===== src/rtl/cache_pkg.sv =====
package cache_pkg;

  localparam int WORD_W     = 32;
  localparam int ADDR_W     = 32;
  localparam int LINE_WORDS = 4;
  localparam int LINE_W     = WORD_W * LINE_WORDS;  // 128
  localparam int OFFSET_W   = $clog2(LINE_WORDS);   // Word within line
  localparam int BYTE_OFF_W = 2;                    // Ignored byte bits
  localparam int LINE_LSB   = BYTE_OFF_W + OFFSET_W;
  localparam int LADDR_W    = ADDR_W - BYTE_OFF_W;  // Line address field width

  // Controller states
  typedef enum logic [2:0] {
    IDLE,
    COMPARE,
    WRITE_BACK,
    WB_WAIT,
    ALLOCATE,
    ALLOC_WAIT
  } cache_state_e;

  typedef enum logic {
    MEM_READ,
    MEM_WRITE
  } mem_op_e;

  // Processor request held for the whole access
  typedef struct packed {
    logic [ADDR_W-1:0] addr;
    logic              write;
    logic [WORD_W-1:0] din;
  } cache_req_t;

  typedef struct packed {
    mem_op_e            op;
    logic [LADDR_W-1:0] line_addr;  // Word address / 4
    logic [LINE_W-1:0]  data;
  } mem_req_t;

endpackage

===== src/rtl/cache_tag_store.sv =====
`timescale 1ns/10ps

module cache_tag_store #(
  parameter int NUM_SETS = 8,
  localparam int IDX_W = $clog2(NUM_SETS),
  localparam int TAG_W = cache_pkg::ADDR_W - cache_pkg::LINE_LSB - IDX_W
) (
  input  logic                         clk,
  input  logic                         reset,
  input  logic [cache_pkg::ADDR_W-1:0] addr,
  input  logic                         touch,
  input  logic                         mark_dirty,
  input  logic                         fill,
  input  logic                         way,
  output logic                         way_hit,
  output logic                         hit_way,
  output logic                         victim_way,
  output logic                         victim_dirty,
  output logic [TAG_W-1:0]             victim_tag
);

  logic [IDX_W-1:0]    idx;
  logic [TAG_W-1:0]    tag;
  logic [1:0]          match;
  logic [1:0]          valid_q [NUM_SETS];
  logic [1:0]          dirty_q [NUM_SETS];
  logic [NUM_SETS-1:0] lru_q;                 // Most recently used way per set
  logic [TAG_W-1:0]    tag_q   [NUM_SETS][2];

  assign idx = addr[cache_pkg::LINE_LSB +: IDX_W];
  assign tag = addr[cache_pkg::ADDR_W-1 -: TAG_W];

  always_comb begin
    for (int w = 0; w < 2; w++) begin
      match[w] = valid_q[idx][w] && (tag_q[idx][w] == tag);
    end
  end

  assign way_hit = |match;
  assign hit_way = match[1];  // Tags in a set are distinct

  // Empty way first, lower one wins
  always_comb begin
    if (!valid_q[idx][0]) begin
      victim_way = 1'b0;
    end else if (!valid_q[idx][1]) begin
      victim_way = 1'b1;
    end else begin
      victim_way = ~lru_q[idx];
    end
  end

  assign victim_dirty = valid_q[idx][victim_way] && dirty_q[idx][victim_way];
  assign victim_tag   = tag_q[idx][victim_way];

  always_ff @(posedge clk) begin
    if (reset) begin
      for (int s = 0; s < NUM_SETS; s++) begin
        valid_q[s] <= '0;
        dirty_q[s] <= '0;
      end
      lru_q <= '0;
    end else begin
      if (touch) begin
        lru_q[idx] <= way;
      end
      if (mark_dirty) begin
        dirty_q[idx][way] <= 1'b1;
      end
      if (fill) begin
        valid_q[idx][way] <= 1'b1;  // New line arrives clean
        dirty_q[idx][way] <= 1'b0;
      end
    end
  end

  always_ff @(posedge clk) begin
    if (fill) begin
      tag_q[idx][way] <= tag;
    end
  end

endmodule


===== config.mk =====
export PLATFORM = sky130hd
export DESIGN_NAME = cache_tag_store
export DESIGN_NICKNAME = d
export VERILOG_FILES = /design/src/rtl/cache_pkg.sv /design/src/rtl/cache_tag_store.sv
export SDC_FILE = /design/constraint.sdc
export NUM_CORES = 1
export LEC_CHECK = 0
export BUFFER_PORTS_ARGS = -buffer_cell sky130_fd_sc_hd__buf_2
export CELL_PAD_IN_SITES_DETAIL_PLACEMENT = 0
export CELL_PAD_IN_SITES_GLOBAL_PLACEMENT = 1
export CORE_MARGIN = 5
export CORE_UTILIZATION = 48
export DETAILED_ROUTE_END_ITERATION = 8
export PLACE_DENSITY = 0.74
export SLEW_MARGIN = 25
export SYNTH_ARGS = -nofsm -noshare
export SYNTH_HDL_FRONTEND = slang
export SYNTH_SLANG_ARGS = --single-unit

===== constraint.sdc =====
create_clock -name clk -period 3 [get_ports clk]
set_clock_uncertainty 0.2 [all_clocks]
set_input_delay 0.45 -clock clk [delete_from_list [all_inputs] [get_ports clk]]
set_output_delay 0.45 -clock clk [all_outputs]
set_load 0.005 [all_outputs]

After elaboration in Yosys (flattened, before gate mapping)
Memories as Yosys holds them, arrays and structs flattened.
Index checks and enable logic that the tools add are counted.
{"block": "totals", "register_bits": 8, "ramBits": 432, "input_bits": 38, "output_inout_bits": 29, "n_memories": 3}
{"block": "classes", "magnitude_cmp": 8, "eq_ne": 2, "mux": 35, "bitwise_logic": 5, "n_reduce_logical": 9}
{"memory": "tag_q", "depth": 8, "word_bits": 50, "rd": 1, "rd_clocked_by_memory_dff": 0, "wr": 1, "line": "cache_tag_store.sv:28", "rtl": "logic [TAG_W-1:0] tag_q [NUM_SETS][2];"}
{"memory": "dirty_q", "depth": 8, "word_bits": 2, "rd": 1, "rd_clocked_by_memory_dff": 0, "wr": 8, "line": "cache_tag_store.sv:26", "rtl": "logic [1:0] dirty_q [NUM_SETS];"}
{"memory": "valid_q", "depth": 8, "word_bits": 2, "rd": 1, "rd_clocked_by_memory_dff": 0, "wr": 8, "line": "cache_tag_store.sv:25", "rtl": "logic [1:0] valid_q [NUM_SETS];"}
{"operator": "$mux W25", "count": 4}
{"operator": "$eq A25 B25 Y1", "count": 2}
{"operator": "$mux W50", "count": 1}
{"operator": "$demux W25 S1", "count": 1}
{"operator": "$mux W1", "count": 17}
{"operator": "$mux W2", "count": 6}
{"operator": "$bwmux W8", "count": 1}
{"operator": "$logic_and A1 B1 Y1", "count": 6}
{"operator": "$mux W3", "count": 2}
{"operator": "$reduce_or A2 Y1", "count": 3}
{"operator": "$ge A2 B2 Y1 const B", "count": 2}
{"operator": "$lt A1 B2 Y1 const B", "count": 2}
{"operator": "$lt A3 B4 Y1 const B", "count": 1}
{"operator": "$not A1 Y2", "count": 2}
{"operator": "$bmux W1 S3", "count": 1}
{"operator": "$demux W1 S3", "count": 1}
{"operator": "$ge A3 B1 Y1 const B", "count": 1}
{"operator": "$lt A2 B1 Y1 const B", "count": 1}
{"operator": "$or A1 B1 Y1", "count": 2}
{"operator": "$demux W1 S1", "count": 1}
{"operator": "$ge A1 B1 Y1 const B", "count": 1}
{"operator": "$not A1 Y1", "count": 1}

Depth between registers and ports, before layout
{"block": "depth", "depth_word": 9, "ltp_mapped": 12}

Worst setup path before layout
Ideal clock, no wire load.
{"block": "synth_timing", "path_kind": "input port to flip-flop", "from": "input port addr[5] in the netlist's numbering", "to": "memory tag_q[2][0] in the netlist's numbering, enable pin", "t_arrival_ns": 2.671, "setup_slack_ns": -0.279, "cell_stages": 7, "n_path_buf": 5, "path_cell_list": "buf_2 buf_6 buf_4 buf_4 buf_2 nand2_1 nor2_1"}
{"element": "from (decl)", "line": "cache_tag_store.sv:10", "rtl": "input logic [cache_pkg::ADDR_W-1:0] addr,"}
{"element": "to (decl)", "line": "cache_tag_store.sv:28"}
No word-level cell before the write port.

Worst setup path in the final report
{"block": "layout_timing", "from": "memory tag_q[1][48] in the netlist's numbering", "to": "output port way_hit"}
{"block": "layout_between", "elab_chain_len": 4}
{"element": "$mem_v2 Z8 W50"}
{"element": "$eq A25 B25 Y1", "line": "cache_tag_store.sv:35", "rtl": "match[w] = valid_q[idx][w] && (tag_q[idx][w] == tag);"}
{"element": "$logic_and A1 B1 Y1", "line": "cache_tag_store.sv:35"}
{"element": "$reduce_or A2 Y1", "line": "cache_tag_store.sv:39", "rtl": "assign way_hit = |match;"}
{"element": "to (decl)", "line": "cache_tag_store.sv:15", "rtl": "output logic way_hit,"}
Every way passes these cells.

==> out/metrics.csv <==
metric,value,unit
cts_max_path_buffers,3,
hp-class,in -> reg,
startpoint_type,flop,
grt_max_degree,27,
reg2reg_depth,2,
numPortBuffers,62,
initial_core_util,0.489,
setup.worst_path.class,reg -> out,
nNetsFinal,1433,
multiInputGateArea,5310,um^2
violations,setup timing,
ys.flop_type,edfxtp_1,
yosys_warnings,0,
max-vdd-ir-drop,0.564,mV
crit_buf_inv,2,
clk_latency,0.57,ns
postRouteAntennaNets,0,
cp_max_fo,2,
route.vias.total,11202,
clk_pin_slew,0.06,ns
syn_nets,1088,
hold_viol_final,0,
core_area,36800,um^2
critPathTopFamily,compound AO/OA/AOI/OAI gates,
min_path_cells,1,
routabilityCongestion,0.825,
wirelength,51700,um
layout_commonest_cell,edfxtp_1,
synth_area,18000,um^2
grt-ovfl-total,0,
status,finished with violations,
drt-wirelength-per-cell,27.2,um
drc,0,
r2r_end,lru_q[3]$_SDFFE_PP0P_,
setup-violations-final,29,
required,2.35,ns
end_kind,output pin,
die_height,204,um
numClockSinks,440,
pre_cts_ws,-1.13,ns
synthArstFlopShare,0,
grt_antenna_before_repair,2,
slowest_delay,0.40,ns
fin_crit_sh,1.30,
die_w,204,um
cellLeakagePower,8.44,nW
fillers,2613,
htreeDepth,2,
avgViaCountPerCell,5.89,
ys_ff_latch,440,
cts_inserted_buffers,46,
syn_area_per_cell,17.1,um^2
synth_edf_count,416,
power.density,604,nW/um^2
setup_ws,-0.912,ns
root_buffer,clkbuf_16,
first_pass_iters,5,
worst_path_max_delay_cell,a221o_1,
yosysSeqAreaShare,0.722,
row_count,70,
grt_pass1_vias,11353,
cts_tree,yes,
n_antenna_cell,0,
regArea,13000,um^2
r2r_slack,2.16,ns
worstPathArrival,3.26,ns
layout_common_cells,"edfxtp_1, buf_4, mux2i_1",
path_common_cell,a221o_1,
setup_tns,-15.06,ns
tightest_slew,0.734,ns
grt_setup_unrepaired,yes,
fin_util,0.641,
yosys.cell_types.count,68,
crit_chain,mux2_4 > a221o_1 > a221o_1 > xor2_2 > a2111oi_4 > buf_4 > and4bb_1 > a41o_1 > buf_2,
r2r_start,lru_q[3]$_SDFFE_PP0P_,
hp-start,addr[10],
power,0.0142,W
maxCapViolCount,0,
dp.final_hpwl,32900,um
grt_pass1_wl,74500,um
min_to,tag_q[2][28]$_DFFE_PP_,
boundaryPins,67,
drt_iter0_drc,992,
report.final.slew_viol_count,0,
drive_above_1_share,0.394,
dieArea,41400,um^2
synth_cells,1050,
fmax,256,MHz
slew_headroom,0.509,
synthToLayoutAreaGrowth,31.1,%
grtUsageTotal,0.247,
min_period,3.91,ns
-- report_power, final --
part	internal, W	switching [W]
Sequential	0.00685	0.0000346
Combinational	0.000715	0.000801
Clock	0.00350	0.00234
Total	0.0111	0.00317
-- synthesized netlist by cell type (all sizes together), types with 2 or more instances --
cell / n / area (um^2)
a31o: 2 / 17.5
or2: 3 / 18.8
nor4: 5 / 37.5
clkbuf: 16 / 61.3
xor2: 15 / 131
nor3b: 6 / 50.1
a22o: 3 / 26.3
o22a: 4 / 35.0
mux2: 33 / 375
a21oi: 21 / 105
or3: 2 / 12.5
a21o: 9 / 67.6
nor2: 81 / 307
nor2b: 5 / 31.3
o21ba: 2 / 20.0
buf: 39 / 251
or4: 2 / 15.0
a22oi: 31 / 238
a221oi: 10 / 87.6
mux2i: 100 / 1000
xnor2: 26 / 228
o21bai: 8 / 60.1
dfxtp: 24 / 480
nand2b: 6 / 37.5
mux4: 43 / 968
and3: 2 / 12.5
nand2: 31 / 116
a221o: 9 / 90.1
edfxtp: 416 / 12500
nand3: 11 / 55.1
nand4b: 2 / 17.5
nor3: 9 / 45.0
and3b: 2 / 17.5
o21ai: 21 / 109
o22ai: 23 / 156
and2: 2 / 12.5
inv: 5 / 18.8
nand4: 4 / 25.0
-- worst register-to-register path: stages (launching register included) --
cell,delay [ns]
dfxtp_1,0.34
mux2i_1,0.14
nor2_1,0.05
-- per-layer routing --
metal	GRT usage	vias to the layer above	wire length [um]
met5	0	-	31
met4	0.0752	4	1590
met3	0.0526	110	4210
met2	0.407	486	25100
met1	0.335	5722	20700
li1	-	4880	-
-- cells by family after synthesis --
kind of cell / synth area share
and+or+nand+nor: 0.0466
muxes: 0.130
xor gates and xnor gates: 0.0200
DFF: 0.722
AOI/OAI and AO/OA: 0.0630
buffers and inverters: 0.0184
-- cell type report --
cell class | count | share of cell area
Timing Repair Buffer | 352 | 0.133
Clock inverter | 23 | 0.0117
Tap cell | 468 | 0.0248
Inverter | 5 | 0.00106
Clock buffer | 63 | 0.0541
Sequential cell | 440 | 0.550
Multi-Input combinational cell | 550 | 0.225
-- metrics by stage --
step,hold slack [ns],instance area [um^2],instances
after CTS,0.00143,23300,1894
after global placement,0.240,20800,1767
after global routing,0.0230,23600,1901
after detailed placement,0.245,20900,1770
after floorplan,0.232,18000,1050
final,0.0254,23600,1901
-- registers in the layout, summed over array words and instances (netlist names) --
| signal | count |
|---|---|
| tag_q | 400 |
| valid_q | 16 |
| lru_q | 8 |
| dirty_q | 16 |
-- what timing repair did --
item	CTS	global route
resized for setup	89	52
setup buffers	32	11
pin swaps	11	17
hold endpoints to repair	13	2
gates cloned	2	0
endpoints found under the setup margin	29	29
hold buffers	6	1
-- worst max path at each step --
stage	from	end	cells after the start	slack, ns
after floorplan	addr[5]	tag_q[2][0]$_DFFE_PP_	7	-0.28
after global placement	addr[5]	way_hit	11	-1.06
after detailed placement	addr[5]	way_hit	11	-1.13
after CTS	tag_q[1][48]$_DFFE_PP_	way_hit	9	-0.94
after global routing	tag_q[1][48]$_DFFE_PP_	way_hit	9	-1.01
final	tag_q[1][48]$_DFFE_PP_	way_hit	9	-0.91
Note: power is estimated with default switching activity, not from simulation.
