### config.mk
export PLATFORM = sky130hd
export DESIGN_NAME = cache_ctrl
export DESIGN_NICKNAME = d
export VERILOG_FILES = /design/src/rtl/cache_pkg.sv /design/src/rtl/cache_ctrl.sv
export SDC_FILE = /design/constraint.sdc
export NUM_CORES = 1
export LEC_CHECK = 0
export BUFFER_PORTS_ARGS = -buffer_cell sky130_fd_sc_hd__buf_2
export CAP_MARGIN = 20
export CORE_AREA = 2 2 178 180
export DETAILED_ROUTE_END_ITERATION = 10
export DIE_AREA = 0 0 180 182
export GPL_ROUTABILITY_DRIVEN = 0
export GPL_TIMING_DRIVEN = 0
export PLACE_DENSITY = 0.45
export SLEW_MARGIN = 20
export SYNTH_ARGS = -nofsm -noshare
export SYNTH_HDL_FRONTEND = slang
export SYNTH_SLANG_ARGS = --single-unit
export TNS_END_PERCENT = 50
### constraint.sdc
create_clock -name clk -period 3.4 [get_ports clk]
set_clock_uncertainty 0.1 [all_clocks]
set_input_delay 0 -clock clk [delete_from_list [all_inputs] [get_ports clk]]
set_output_delay 0 -clock clk [all_outputs]
set_load 0.05 [all_outputs]
### src/rtl/cache_pkg.sv
package cache_pkg;

  localparam int WORD_W     = 32;
  localparam int ADDR_W     = 32;
  localparam int LINE_WORDS = 4;
  localparam int LINE_W     = WORD_W * LINE_WORDS;  // 128
  localparam int OFFSET_W   = $clog2(LINE_WORDS);   // Word within line
  localparam int BYTE_OFF_W = 2;                    // Ignored byte bits
  localparam int LINE_LSB   = BYTE_OFF_W + OFFSET_W;
  localparam int LADDR_W    = ADDR_W - BYTE_OFF_W;  // Line address field width

  // Controller states
  typedef enum logic [2:0] {
    IDLE,
    COMPARE,
    WRITE_BACK,
    WB_WAIT,
    ALLOCATE,
    ALLOC_WAIT
  } cache_state_e;

  typedef enum logic {
    MEM_READ,
    MEM_WRITE
  } mem_op_e;

  // Processor request held for the whole access
  typedef struct packed {
    logic [ADDR_W-1:0] addr;
    logic              write;
    logic [WORD_W-1:0] din;
  } cache_req_t;

  typedef struct packed {
    mem_op_e            op;
    logic [LADDR_W-1:0] line_addr;  // Word address / 4
    logic [LINE_W-1:0]  data;
  } mem_req_t;

endpackage
### src/rtl/cache_ctrl.sv
`timescale 1ns/10ps

module cache_ctrl #(
  parameter int NUM_SETS = 8,
  localparam int IDX_W = $clog2(NUM_SETS),
  localparam int TAG_W = cache_pkg::ADDR_W - cache_pkg::LINE_LSB - IDX_W,
  localparam int PAD_W = cache_pkg::LADDR_W - (cache_pkg::ADDR_W - cache_pkg::LINE_LSB)
) (
  input  logic                         clk,
  input  logic                         reset,
  input  logic                         in_valid,
  input  logic [cache_pkg::ADDR_W-1:0] addr,
  input  logic                         write,
  input  logic [cache_pkg::WORD_W-1:0] din,
  output logic                         ready,
  output logic                         out_valid,
  output logic                         hit,
  output cache_pkg::cache_req_t        req,
  input  logic                         way_hit,
  input  logic                         hit_way,
  input  logic                         victim_way,
  input  logic                         victim_dirty,
  input  logic [TAG_W-1:0]             victim_tag,
  output logic                         touch,
  output logic                         mark_dirty,
  output logic                         fill,
  output logic                         way_sel,
  input  logic [cache_pkg::LINE_W-1:0] victim_line,
  output logic                         mem_valid,
  output cache_pkg::mem_req_t          mem_req,
  input  logic                         mem_ready,
  input  logic                         mem_rvalid
);

  cache_pkg::cache_state_e state_q;
  cache_pkg::cache_state_e state_d;
  logic                    missed_q;  // Any miss during this request
  logic                    victim_q;
  logic                    accept;
  logic [IDX_W-1:0]        idx;

  assign idx    = req.addr[cache_pkg::LINE_LSB +: IDX_W];
  assign ready  = (state_q == cache_pkg::IDLE);
  assign accept = ready && in_valid;

  assign out_valid  = (state_q == cache_pkg::COMPARE) && way_hit;
  assign hit        = out_valid && !missed_q;
  assign touch      = out_valid;
  assign mark_dirty = out_valid && req.write;
  assign fill       = (state_q == cache_pkg::ALLOC_WAIT) && mem_rvalid;
  assign way_sel    = (state_q == cache_pkg::COMPARE) ? hit_way : victim_q;

  always_comb begin
    state_d = state_q;
    case (state_q)
      cache_pkg::IDLE: if (in_valid) state_d = cache_pkg::COMPARE;
      cache_pkg::COMPARE: begin
        if (way_hit) begin
          state_d = cache_pkg::IDLE;
        end else if (victim_dirty) begin
          state_d = cache_pkg::WRITE_BACK;
        end else begin
          state_d = cache_pkg::ALLOCATE;
        end
      end
      cache_pkg::WRITE_BACK: if (mem_ready) state_d = cache_pkg::WB_WAIT;
      cache_pkg::WB_WAIT:    if (mem_ready) state_d = cache_pkg::ALLOCATE;
      cache_pkg::ALLOCATE:   if (mem_ready) state_d = cache_pkg::ALLOC_WAIT;
      cache_pkg::ALLOC_WAIT: if (mem_rvalid) state_d = cache_pkg::COMPARE;  // Retry as hit
      default:               state_d = cache_pkg::IDLE;
    endcase
  end

  assign mem_valid = mem_ready &&
                     (state_q == cache_pkg::WRITE_BACK || state_q == cache_pkg::ALLOCATE);

  // Write-back goes to the victim's own line, fetch to the request's line
  always_comb begin
    mem_req.op        = cache_pkg::MEM_READ;
    mem_req.line_addr = {{PAD_W{1'b0}}, req.addr[cache_pkg::ADDR_W-1:cache_pkg::LINE_LSB]};
    mem_req.data      = victim_line;
    if (state_q == cache_pkg::WRITE_BACK) begin
      mem_req.op        = cache_pkg::MEM_WRITE;
      mem_req.line_addr = {{PAD_W{1'b0}}, victim_tag, idx};
    end
  end

  always_ff @(posedge clk) begin
    if (reset) begin
      state_q  <= cache_pkg::IDLE;
      missed_q <= 1'b0;
      victim_q <= 1'b0;
    end else begin
      state_q <= state_d;
      if (accept) begin
        missed_q <= 1'b0;
      end else if (state_q == cache_pkg::COMPARE && !way_hit) begin
        missed_q <= 1'b1;
        victim_q <= victim_way;  // Frozen until the fill
      end
    end
  end

  always_ff @(posedge clk) begin
    if (accept) begin
      req.addr  <= addr;
      req.write <= write;
      req.din   <= din;
    end
  end

endmodule

# After elaboration in Yosys (flattened, before gate mapping)
# Index checks and enable logic that the tools add are counted.
# totals
reg_bits,70
latchBits,0
ram_bits,0
rom_bits,0
output_inout_bits,232
word_cells,41
memories,0
# op_classes
addsub,0
mul,0
n_div,0
magnitude_cmp,0
n_eq_ne,10
shifts,0
n_mux,10
n_bitwise,1
n_reduce_logical,14
# ops
operator,count
31-bit 2-to-1 mux,1
3-bit 2-to-1 mux,7
3-bit one-hot mux with 6 select lines,1
2-bit inequality test (second input constant),5
1-bit logical AND,7
3-bit by 2-bit == test with 1-bit output (second input constant),2
3-bit == test (second input constant),2
5-bit AND reduction,1
3-bit by 1-bit == test with 1-bit output (second input constant),1
3-bit zero test,1
1-bit zero test,2
2-bit AND reduction,1
2-bit OR reduction,1
1-bit logical OR,1
1-bit 2-to-1 mux,1
1-bit inverter,1

# Depth between registers and ports, before layout
# Gate-level depths: netlist of the first run.
# depth
ltp_word,4
depth_mapped,5
mapped_depth_nobuf,3

# Worst setup path before layout of the first run
# No wires, ideal clock.
# synth_path
kind,register to register
start,reg state_q[0]
end,reg req[0] (netlist bit) (enable)
setup_ps,429
t_arrival_ps,3339
required_ps,2871
path_slack_ps,-468
path_stages_with_launch,5
path_buffers,2
period_less_slack_ps,3868
path_cell_list,dfxtp_1 buf_6 buf_2 nor3_1 and2_1
# synth_between
elab_chain_cells,2
# synth_lines
item,line,source
"start, declared",cache_ctrl.sv:35,cache_pkg::cache_state_e state_q;
"start signal, assigned",cache_ctrl.sv:90,state_q <= cache_pkg::IDLE;
"start signal, assigned",cache_ctrl.sv:94,state_q <= state_d;
3-bit zero test,cache_ctrl.sv:43,assign ready = (state_q == cache_pkg::IDLE);
named net ready,cache_ctrl.sv:15,"output logic ready,"
1-bit logical AND,cache_ctrl.sv:44,assign accept = ready && in_valid;
named net accept,cache_ctrl.sv:39,logic accept;
"end, declared",cache_ctrl.sv:18,"output cache_pkg::cache_req_t req,"
# The timed path passes the listed nets, and every way through them passes these cells.
# A chain may end at the register's enable or synchronous reset.

==> flow_metrics.py, run 1 <==
metrics = {
    "run_status": {
        "outcome": "complete, no violations",
    },
    "worst_setup_path": {
        "timing.critical_path.slowest_cell_delay_ns": 0.37,
        "required_ns": 3.30,
        "cp.buffers_inverters": 2,
        "worstPathCellList": "nand2b_1, nor2_4, buf_4, mux2_1, buf_2",
        "timing.setup.critical_path_class": "reg2out",
        "critical_path.top_delay_family": "simple AND/OR/NAND/NOR gates",
        "endpoint_kind": "output port",
        "crit_fanout": 10,
        "critical_path.slowest_cell": "sky130_fd_sc_hd__mux2_1",
        "crit_path_start_kind": "register",
        "crit_arrival_ns": 2.12,
    },
    "clock_tree": {
        "worst_setup_hold_path_clk_slew_ns": 0.06,
        "h-tree-depth": 3,
        "worstSkewPairLatency_ns": 0.33,
        "clock-root-buffer": "sky130_fd_sc_hd__clkbuf_16",
        "cts_resized": 0,
        "tritoncts": "built",
        "max-clock-path-buffers": 2,
        "post-cts-setup-buffers": 0,
        "cts_hold_buffers": 71,
        "cts_inserted_buffers": 9,
        "cts_num_sinks": 70,
    },
    "pwr": {
        "p_sw_share_pct": 41.9,
        "power.sequential.fraction_pct": 32.2,
        "p_comb_share_pct": 39.9,
        "pwr-share-clk_pct": 27.8,
        "cellLeakagePower_nw": 3.31,
        "irDropWorstVdd_mv": 0.366,
        "switchingPower_w": 0.00142,
        "p_int_w": 0.00196,
        "pwr_dens_nw_per_um2": 492,
    },
    "global_routing": {
        "grt_use_met3_pct": 3.29,
        "gr-max-usage-layer": "met2",
        "grt_max_degree": 55,
        "grt.met2_usage_pct": 15.7,
        "grt_overflow_total": 0,
        "grt_util_met1_pct": 8.43,
        "grt_first_pass_wirelength_mm": 20.5,
        "antenna_found_initial": 4,
        "grt_pass1_vias": 3443,
        "grt_util_all_layers_pct": 8.47,
    },
    "place": {
        "post-dp-hpwl_mm": 12.5,
        "number_of_port_buffers": 328,
    },
    "yosys": {
        "synth_register_bits": 70,
        "synth_warnings": 0,
        "netlist_area_um2": 3680,
        "ys_types": 32,
        "synth_seq_area_share_pct": 55.8,
        "post_synth_inst_count": 278,
        "synthFlopType": "sky130_fd_sc_hd__edfxtp_1",
        "share_of_flip_flops_with_an_asynchronous_set_or_reset_after_synthesis_pct": 0,
        "count_of_flip_flops_with_a_built_in_enable_after_synthesis": 65,
        "syn-mean-instance-area_um2": 13.2,
    },
    "floorplan": {
        "row_count": 65,
        "core_um2": 31000,
        "floorplan.die.width_um": 180,
        "design.die.area_um2": 32800,
        "initial_core_util_pct": 11.9,
        "die_h_um": 182,
        "num_io_pins": 459,
    },
    "timing": {
        "final_worst_path_period_share_pct": 65.4,
        "maxClockFrequency_ghz": 0.450,
        "setup_viol": 0,
        "pins_over_slew_limit": 0,
        "grt_setup_unrepaired": "false",
        "tns_ns": 0,
        "min_period_ns": 2.22,
        "finalHoldViolations": 0,
    },
    "detailed_routing": {
        "detailedRoute.firstPassIterationCount": 4,
        "detail_route.wirelength_mm": 14.9,
        "drt_iter0_drc": 81,
        "drc": 0,
        "num_vias": 3496,
        "vias_per_cell": 3.18,
        "antenna_left": 0,
        "avgRoutedWirePerCell_um": 13.5,
    },
    "layout": {
        "final_util_pct": 22.2,
        "layout.cells.most_common": "sky130_fd_sc_hd__buf_2",
        "finish.net_count": 917,
        "layout.cells.most_common_list": "sky130_fd_sc_hd__buf_2, sky130_fd_sc_hd__buf_4, sky130_fd_sc_hd__dlygate4sd3_1, sky130_fd_sc_hd__edfxtp_1, sky130_fd_sc_hd__mux2_1",
        "final_layout_size_suffix_gt1_share_pct": 70.9,
        "area.growth.synth_to_final_pct": 86.8,
    },
    "flow_run": {
        "maxCapViolCount": 0,
    },
    "worst_hold_path": {
        "holdCritPathClass": "in2reg",
    },
}
-- flip-flops by register name (all words and copies together), names as in the netlist --
name      flops
missed_q      1
req          65
state_q       3
victim_q      1
-- per-stage QoR --
stage	area [um2]	power [W]	hold WS, ns	worst slack (ns)	std cells
CTS	6870	0.00344	0.00999	1.07	1097
floorplan	3680	0.00209	-0.0309	0.186	279
detailed placement	5860	0.00240	0.0781	1.44	1010
global route	6870	0.00352	0.0306	1.04	1097
global placement	5830	0.00239	0.0762	0.788	1009
finish	6870	0.00338	0.0220	1.18	1098
-- worst reg2reg max path, stage by stage, from the launching register on --
cell	delay (ns)
sky130_fd_sc_hd__dfxtp_1	0.31
sky130_fd_sc_hd__buf_6	0.13
sky130_fd_sc_hd__buf_2	0.17
sky130_fd_sc_hd__nor3_1	0.24
sky130_fd_sc_hd__and2_4	0.33
sky130_fd_sc_hd__buf_16	0.28
-- worst paths after layout --
check,end,startpoint,cells past startpoint,slack (ns)
max,mem_req[139],state_q[2]$_SDFFE_PP0P_,5,1.18
min,state_q[2]$_SDFFE_PP0P_,in_valid,3,0.02
max reg2reg,req[56]$_DFFE_PP_,state_q[0]$_SDFFE_PP0P_,5,1.44
min reg2reg,state_q[2]$_SDFFE_PP0P_,state_q[1]$_SDFFE_PP0P_,2,0.57
-- per-layer routing --
metal	wire, um	vias up
met5	0	-
li1	-	1644
met3	1460	21
met4	450	0
met1	4990	1578
met2	7970	253
-- power by group through the flow --
stage	combinational (W)	sequential (W)	clock [W]
finish	0.00135	0.00109	0.000941
global route	0.00141	0.00110	0.00102
CTS	0.00136	0.00109	0.000984
detailed placement	0.00130	0.00111	0
global placement	0.00128	0.00111	0
floorplan	0.000706	0.00138	0
-- cell families (layout without fill, tap and decap cells) --
family,after synthesis,after routing,synth area share (%)
AO/OA/AOI/OAI,14,14,2.69
flip-flops,70,70,55.8
multiplexers,28,28,8.54
other,1,3,0.102
buffers and inverters,141,557,28.6
AND/OR/NAND/NOR,24,24,4.29
-- area by class of cell --
| class | count | area, um2 |
|---|---|---|
| Buffer | 140 | 1050 |
| Clock buffer | 9 | 225 |
| Fill cell | 3400 | 24100 |
| Antenna cell | 1 | 2.50 |
| Timing Repair Buffer | 400 | 2380 |
| Tap cell | 402 | 503 |
| Inverter | 1 | 3.75 |
| Sequential cell | 70 | 2050 |
| Multi-Input combinational cell | 68 | 581 |
| Clock inverter | 7 | 76.3 |
-- synthesized netlist by cell type (2+ instances only) --
cell type / instances / area share [%]
sky130_fd_sc_hd__buf_2: 3 / 0.41
sky130_fd_sc_hd__a21oi_1: 4 / 0.54
sky130_fd_sc_hd__nand2_1: 2 / 0.20
sky130_fd_sc_hd__dfxtp_1: 5 / 2.7
sky130_fd_sc_hd__o21ai_0: 2 / 0.27
sky130_fd_sc_hd__nor2_1: 4 / 0.41
sky130_fd_sc_hd__edfxtp_1: 65 / 53
sky130_fd_sc_hd__nand2b_1: 4 / 0.68
sky130_fd_sc_hd__buf_4: 136 / 28
sky130_fd_sc_hd__and2_1: 2 / 0.34
sky130_fd_sc_hd__mux2_1: 26 / 8.0
sky130_fd_sc_hd__o21bai_1: 2 / 0.41
sky130_fd_sc_hd__nor3_1: 2 / 0.27
sky130_fd_sc_hd__nor2b_1: 3 / 0.51
Power figures use the tool's default switching activity.
==> run 2, diff against run 1 <==
ABC_AREA = 1   (was unset)
CORE_AREA = 2 2 181 183   (was 2 2 178 180)
DIE_AREA = 0 0 183 185   (was 0 0 180 182)
clock period = 1.8 ns   (was 3.4 ns; I/O delays follow)
==> run 2 against run 1 <==
  * First-iteration DRC count is 12% lower
  * Final area rose by 6.6%
  * Total power grew to 3.1 times the previous value
  * Utilization increased by 0.70 points
  * Final cell count up 8.0%
  * Global-route usage grew 1.8 points
  * Die area up 3.3%
  * Hold slack improved by 0.034 ns
  * Non-clock buffer count grew 11
  * Flip-flop and latch count did not move
  * Largest power group unchanged
==> flow_metrics.py, run 2 <==
metrics = {
    "global_routing": {
        "grt_util_all_layers_pct": 10.3,
        "grt_pass1_vias": 3860,
        "antenna_found_initial": 4,
        "grt_overflow_total": 0,
        "grt_first_pass_wirelength_mm": 24.5,
        "grt_max_degree": 27,
    },
    "worst_setup_path": {
        "timing.critical_path.slowest_cell_delay_ns": 0.35,
        "crit_fanout": 9,
        "critical_path.slowest_cell": "sky130_fd_sc_hd__dfxtp_4",
        "cp.buffers_inverters": 5,
        "endpoint_kind": "output port",
        "critical_path.top_delay_family": "buffers and inverters",
        "required_ns": 1.70,
        "cpMostUsedCell": "sky130_fd_sc_hd__buf_8",
        "crit_path_start_kind": "register",
        "worstPathCellList": "nor2_4, inv_2, nor2_8, buf_12, inv_16, buf_8, a21oi_4, buf_8",
        "timing.setup.critical_path_class": "reg2out",
        "crit_arrival_ns": 1.64,
    },
    "detailed_routing": {
        "avgRoutedWirePerCell_um": 15.9,
        "drt_iter0_drc": 71,
        "detailedRoute.firstPassIterationCount": 6,
        "vias_per_cell": 3.26,
        "num_vias": 3861,
        "drc": 0,
        "antenna_left": 0,
        "detail_route.wirelength_mm": 18.8,
    },
    "yosys": {
        "syn-mean-instance-area_um2": 10.6,
        "share_of_flip_flops_with_an_asynchronous_set_or_reset_after_synthesis_pct": 0,
        "synthTopCellsByArea": "sky130_fd_sc_hd__edfxtp_1, sky130_fd_sc_hd__buf_4, sky130_fd_sc_hd__nand2_1, sky130_fd_sc_hd__dfxtp_1, sky130_fd_sc_hd__nor2_1",
        "synth-adder-area-share_pct": 0,
        "post_synth_inst_count": 345,
        "synth_register_bits": 70,
        "synth_seq_area_share_pct": 56.0,
        "post-synth-top-area-fraction_pct": 53.2,
        "synthesized_area_fraction_occupied_by_xor_and_xnor_cells_pct": 0,
        "muxShareOfSynthArea_pct": 0.307,
        "synth_compound_area_share_pct": 0.785,
        "synth.most_common_cell": "sky130_fd_sc_hd__buf_4",
        "netlist_area_um2": 3670,
        "synthFlopType": "sky130_fd_sc_hd__edfxtp_1",
        "yosys.area_share.simple_pct": 13.2,
        "yosys-top-cells-count": "sky130_fd_sc_hd__buf_4, sky130_fd_sc_hd__nand2_1, sky130_fd_sc_hd__edfxtp_1",
        "synth_top_family_by_area": "buffers and inverters",
        "synthDominantAreaCellType": "sky130_fd_sc_hd__edfxtp_1",
        "synth_warnings": 0,
        "count_of_flip_flops_with_a_built_in_enable_after_synthesis": 65,
        "ys_types": 19,
    },
    "layout": {
        "largest_register_ffs": 65,
        "final_layout_size_suffix_gt1_share_pct": 66.8,
        "finish.net_count": 997,
        "final_util_pct": 22.9,
        "layout.cells.most_common_list": "sky130_fd_sc_hd__buf_2, sky130_fd_sc_hd__buf_4, sky130_fd_sc_hd__nand2_1, sky130_fd_sc_hd__dlygate4sd3_1, sky130_fd_sc_hd__edfxtp_1",
        "area.growth.synth_to_final_pct": 99.9,
        "layout.cells.most_common": "sky130_fd_sc_hd__buf_2",
        "fillers": 3467,
        "largest-register": "req",
        "reg.largest.list": "req: 65 flops, state_q: 3 flops",
    },
    "clock_tree": {
        "cts_num_sinks": 70,
        "tritoncts": "built",
        "worst_setup_hold_path_clk_slew_ns": 0.06,
        "cts_inserted_buffers": 9,
        "clock-root-buffer": "sky130_fd_sc_hd__clkbuf_16",
        "worstSkewPairLatency_ns": 0.33,
        "max-clock-path-buffers": 2,
        "h-tree-depth": 3,
    },
    "pwr": {
        "finalPower_w": 0.0106,
        "irDropWorstVdd_mv": 0.851,
        "cellLeakagePower_nw": 3.65,
        "pwr_dens_nw_per_um2": 1450,
    },
    "timing": {
        "final_worst_path_period_share_pct": 96.7,
        "finalHoldViolations": 0,
        "min_period_ns": 1.74,
        "setup_viol": 0,
        "maxClockFrequency_ghz": 0.574,
        "tns_ns": 0,
        "pins_over_slew_limit": 0,
        "grt_setup_unrepaired": "true",
    },
    "worst_hold_path": {
        "holdCritPathClass": "in2reg",
    },
    "floorplan": {
        "design.die.area_um2": 33900,
        "floorplan.die.width_um": 183,
        "initial_core_util_pct": 11.4,
        "num_io_pins": 459,
        "core_um2": 32000,
        "row_count": 66,
        "die_h_um": 185,
    },
    "flow_run": {
        "maxCapViolCount": 0,
    },
    "place": {
        "post-dp-hpwl_mm": 15.5,
        "number_of_port_buffers": 328,
    },
    "run_status": {
        "outcome": "complete, no violations",
    },
}
-- run 2: cell types whose count changed in the layout (fill, tap and decap cells not counted), sizes merged, moves of 3 or more --
cell | previous run | this run
nand2b | 4 | 0
buf | 469 | 481
bufinv | 0 | 3
nand2 | 2 | 85
inv | 5 | 14
nor2 | 5 | 23
mux2 | 27 | 1
nand3 | 0 | 7
nor2b | 3 | 0
-- run 2: per-stage QoR --
step	hold WS (ns)	instances	worst slack [ns]	area (um2)
5_1_grt	0.0964	1186	-0.00872	7330
3_5_place_dp	0.0781	1084	-0.254	5880
4_1_cts	0.0397	1180	-0.0126	7230
6_report	0.0565	1186	0.0586	7330
2_1_floorplan	-0.00113	346	-0.281	3690
3_3_place_gp	0.0763	1082	-0.854	5840
-- run 2: area by class of cell --
type | instances | area, um2 | share of cell area [%]
antenna | 3 | 7.51 | 0.102
buffer | 137 | 1040 | 14.2
sequential | 70 | 2060 | 28.1
tap | 408 | 510 | 6.97
clock buffer | 9 | 225 | 3.07
timing repair buffer | 414 | 2710 | 36.9
inverter | 11 | 60.1 | 0.820
multi-input combinational | 127 | 586 | 7.99
clock inverter | 7 | 128 | 1.74
-- run 2: final timing paths --
check                     startpoint                 endpoint  slack, ns  depth (start not counted)
max          state_q[0]$_SDFFE_PP0P_                mem_valid       0.06                          8
min                        mem_ready  state_q[0]$_SDFFE_PP0P_       0.06                          6
max reg2reg  state_q[0]$_SDFFE_PP0P_        req[50]$_DFFE_PP_       0.13                          6
min reg2reg    missed_q$_SDFFE_PP0P_    missed_q$_SDFFE_PP0P_       0.41                          2
-- run 2: cells by family after synthesis --
kind of cell,Yosys count
other cells,1
flops,70
mux,1
simple gates,119
buf+inv,149
compound gates,5
-- run 2: power by group --
group / internal, W / switching (W) / total (W) / leakage (nW)
Clock: 0.00138 / 0.000752 / 0.00213 / 0.173
Sequential: 0.00232 / 0.000203 / 0.00253 / 0.653
Combinational: 0.00170 / 0.00428 / 0.00598 / 2.83
Total: 0.00540 / 0.00523 / 0.0106 / 3.65
-- run 2: worst min-delay path: cells and delay by family --
family	cells	cell delay, ns
buffers and inverters	2	0.14
AND/OR/NAND/NOR	4	0.32
-- run 2: routing by layer --
| metal | routed length, um | share of wire, % | track usage [%] | vias to the layer above |
|---|---|---|---|---|
| met5 | 10 | 0.053 | 0 | - |
| met4 | 819 | 4.4 | 5.38 | 2 |
| met3 | 2250 | 12 | 4.54 | 38 |
| li1 | - | - | - | 1828 |
| met1 | 6010 | 32 | 9.30 | 1697 |
| met2 | 9740 | 52 | 19.4 | 296 |
-- run 2: what timing repair did --
action                                  4_1_cts  5_1_grt
hold endpoints to repair                     70        0
setup buffers                                 9        3
gates resized for setup                      46       18
gates cloned                                  2        1
hold buffers                                 69        0
pin swaps                                     4        5
endpoints found under the setup margin       82       50
==> run 3, diff against run 2 <==
ABC_AREA = unset   (was 1)
CORE_AREA = 2 2 176 178   (was 2 2 181 183)
DIE_AREA = 0 0 178 180   (was 0 0 183 185)
PLACE_DENSITY = 0.46   (was 0.45)
==> run 3 against run 2 <==
  * The run now ends with negative setup slack left
  * Final cell count is 7.0% lower
  * First-iteration DRC count down 9.9%
  * Hold slack lost 0.012 ns
  * Critical path type unchanged
  * Flip-flop and latch count did not move
  * Global-route usage fell by 0.40 points
  * Critical endpoint is now mem_req[155]
  * Critical path depth is 1 lower
  * Combinational power decreased by 54%
  * Largest power group unchanged
==> flow_metrics.py, run 3 (synthesis results as in run 1) <==
metrics = {
    "global_routing": {
        "grt_overflow_total": 0,
        "grt_first_pass_wirelength_mm": 22.7,
        "grt_util_all_layers_pct": 9.90,
        "grt_max_degree": 33,
        "antenna_found_initial": 3,
        "grt_pass1_vias": 3771,
    },
    "floorplan": {
        "floorplan.die.width_um": 178,
        "core_um2": 30200,
        "die_h_um": 180,
        "num_io_pins": 459,
        "design.die.area_um2": 32000,
        "row_count": 64,
        "initial_core_util_pct": 12.2,
    },
    "worst_setup_path": {
        "endpoint_kind": "output port",
        "critical_path.slowest_cell": "sky130_fd_sc_hd__dfxtp_2",
        "crit_fanout": 6,
        "cpMostUsedCell": "sky130_fd_sc_hd__buf_12",
        "crit_path_start_kind": "register",
        "cp.buffers_inverters": 4,
        "critical_path.top_delay_family": "buffers and inverters",
        "timing.critical_path.slowest_cell_delay_ns": 0.32,
        "worstPathCellList": "nand2b_4, nor2_4, buf_12, buf_12, clkbuf_16, mux2_4, buf_6",
        "crit_arrival_ns": 1.79,
        "setup.worst_path.start": "state_q[2]$_SDFFE_PP0P_",
        "timing.setup.critical_path_class": "reg2out",
        "required_ns": 1.70,
        "worstReg2RegStart": "state_q[2]$_SDFFE_PP0P_",
    },
    "clock_tree": {
        "cts_num_sinks": 70,
        "cts_inserted_buffers": 9,
        "h-tree-depth": 3,
        "clock-root-buffer": "sky130_fd_sc_hd__clkbuf_16",
        "tritoncts": "built",
        "max-clock-path-buffers": 2,
        "worstSkewPairLatency_ns": 0.33,
        "worst_setup_hold_path_clk_slew_ns": 0.05,
    },
    "worst_hold_path": {
        "timing.hold.worst.start": "victim_dirty",
        "holdCritPathClass": "in2reg",
    },
    "flow_run": {
        "maxCapViolCount": 0,
    },
    "detailed_routing": {
        "drt_iter0_drc": 64,
        "detailedRoute.firstPassIterationCount": 4,
        "vias_per_cell": 3.27,
        "detail_route.wirelength_mm": 16.8,
        "antenna_left": 0,
        "drc": 0,
        "num_vias": 3605,
        "avgRoutedWirePerCell_um": 15.3,
    },
    "layout": {
        "post-route-cell-area_um2": 7290,
        "largest-register": "req",
        "largest_register_ffs": 65,
        "finish.net_count": 928,
        "layout.cells.most_common": "sky130_fd_sc_hd__buf_2",
        "fillers": 3206,
        "final_layout_size_suffix_gt1_share_pct": 75.6,
        "reg.largest.list": "req: 65 flops, state_q: 3 flops",
        "layout.cells.most_common_list": "sky130_fd_sc_hd__buf_2, sky130_fd_sc_hd__buf_4, sky130_fd_sc_hd__dlygate4sd3_1, sky130_fd_sc_hd__edfxtp_1, sky130_fd_sc_hd__buf_6",
        "final_util_pct": 24.2,
        "area.growth.synth_to_final_pct": 98.3,
    },
    "timing": {
        "final_worst_path_period_share_pct": 105,
        "setup_viol": 15,
        "maxClockFrequency_ghz": 0.529,
        "finalWorstSetupSlack_ns": -0.0906,
        "grt_setup_unrepaired": "true",
        "finalHoldViolations": 0,
        "holdWs_ns": 0.0447,
        "pins_over_slew_limit": 0,
        "min_period_ns": 1.89,
    },
    "run_status": {
        "outcome": "finished, violations left",
        "failed_checks": "negative setup slack",
    },
    "pwr": {
        "irDropWorstVdd_mv": 0.846,
        "pwr_dens_nw_per_um2": 913,
        "cellLeakagePower_nw": 3.49,
    },
    "place": {
        "placed_area_um2": 5840,
        "post-dp-hpwl_mm": 12.6,
        "number_of_port_buffers": 328,
    },
}
run 3: changes by cell type in the layout (fill, tap and decap cells not counted), sizes merged, moves of 4 or more:
cell / change
nand2: -83
mux2: +26
nor2: -18
inv: -12
nand3: -7
and2: +5
nand2b: +4
run 3: cell type report:
class | instances | area (um2) | area share, %
multi-input cells | 71 | 718 | 9.85
well taps | 396 | 495 | 6.80
plain buffers | 139 | 1060 | 14.6
inverters | 1 | 3.75 | 0.0515
diodes | 1 | 2.50 | 0.0343
repair buffers | 409 | 2660 | 36.5
flip-flops and latches | 70 | 2050 | 28.2
clock inverters | 7 | 72.6 | 0.995
clock buffers | 9 | 225 | 3.09
run 3: what timing repair did:
item / in CTS / in global routing
buffers inserted: 9 / 2
hold endpoints to repair: 70 / 0
hold buffers: 69 / 0
setup endpoints to repair: 95 / 74
pin swaps: 4 / 2
gates cloned: 3 / 2
resized for setup: 98 / 3
run 3: per-stage QoR:
stage | setup TNS, ns | total power (W) | setup slack [ns] | instances
floorplan | -20.35 | 0.00395 | -0.310 | 279
global placement | -13.27 | 0.00453 | -0.206 | 1003
global route | -2.49 | 0.00693 | -0.148 | 1102
detailed placement | -12.72 | 0.00453 | -0.185 | 1003
CTS | -2.30 | 0.00672 | -0.122 | 1100
finish | -0.918 | 0.00665 | -0.0906 | 1103
run 3: final timing paths:
kind / to / slack, ns / cells after the start
setup reg to reg: req[61]$_DFFE_PP_ / 0.09 / 5
hold reg to reg: victim_q$_SDFFE_PP0P_ / 0.39 / 2
hold / removal: state_q[1]$_SDFFE_PP0P_ / 0.04 / 4
setup / recovery: mem_req[155] / -0.09 / 7
run 3: worst min-delay path, delay by kind of cell:
kind / cells / cell delay, ns
AOI/OAI and AO/OA: 2 / 0.20
buffers and inverters: 1 / 0.11
and+or+nand+nor: 1 / 0.13
run 3: where the power goes:
part | internal, W | leakage (nW) | switching [W]
combinational | 0.000896 | 2.69 | 0.00188
sequential | 0.00199 | 0.660 | 0.0000765
clock | 0.00107 | 0.143 | 0.000730
run 3: metal layers:
metal	GRT usage, %	share of wire [%]	routed length [um]
met2	20.2	58	9790
met3	3.68	10	1680
met1	8.52	30	5050
met4	3.21	1.9	325
met5	0	0	0
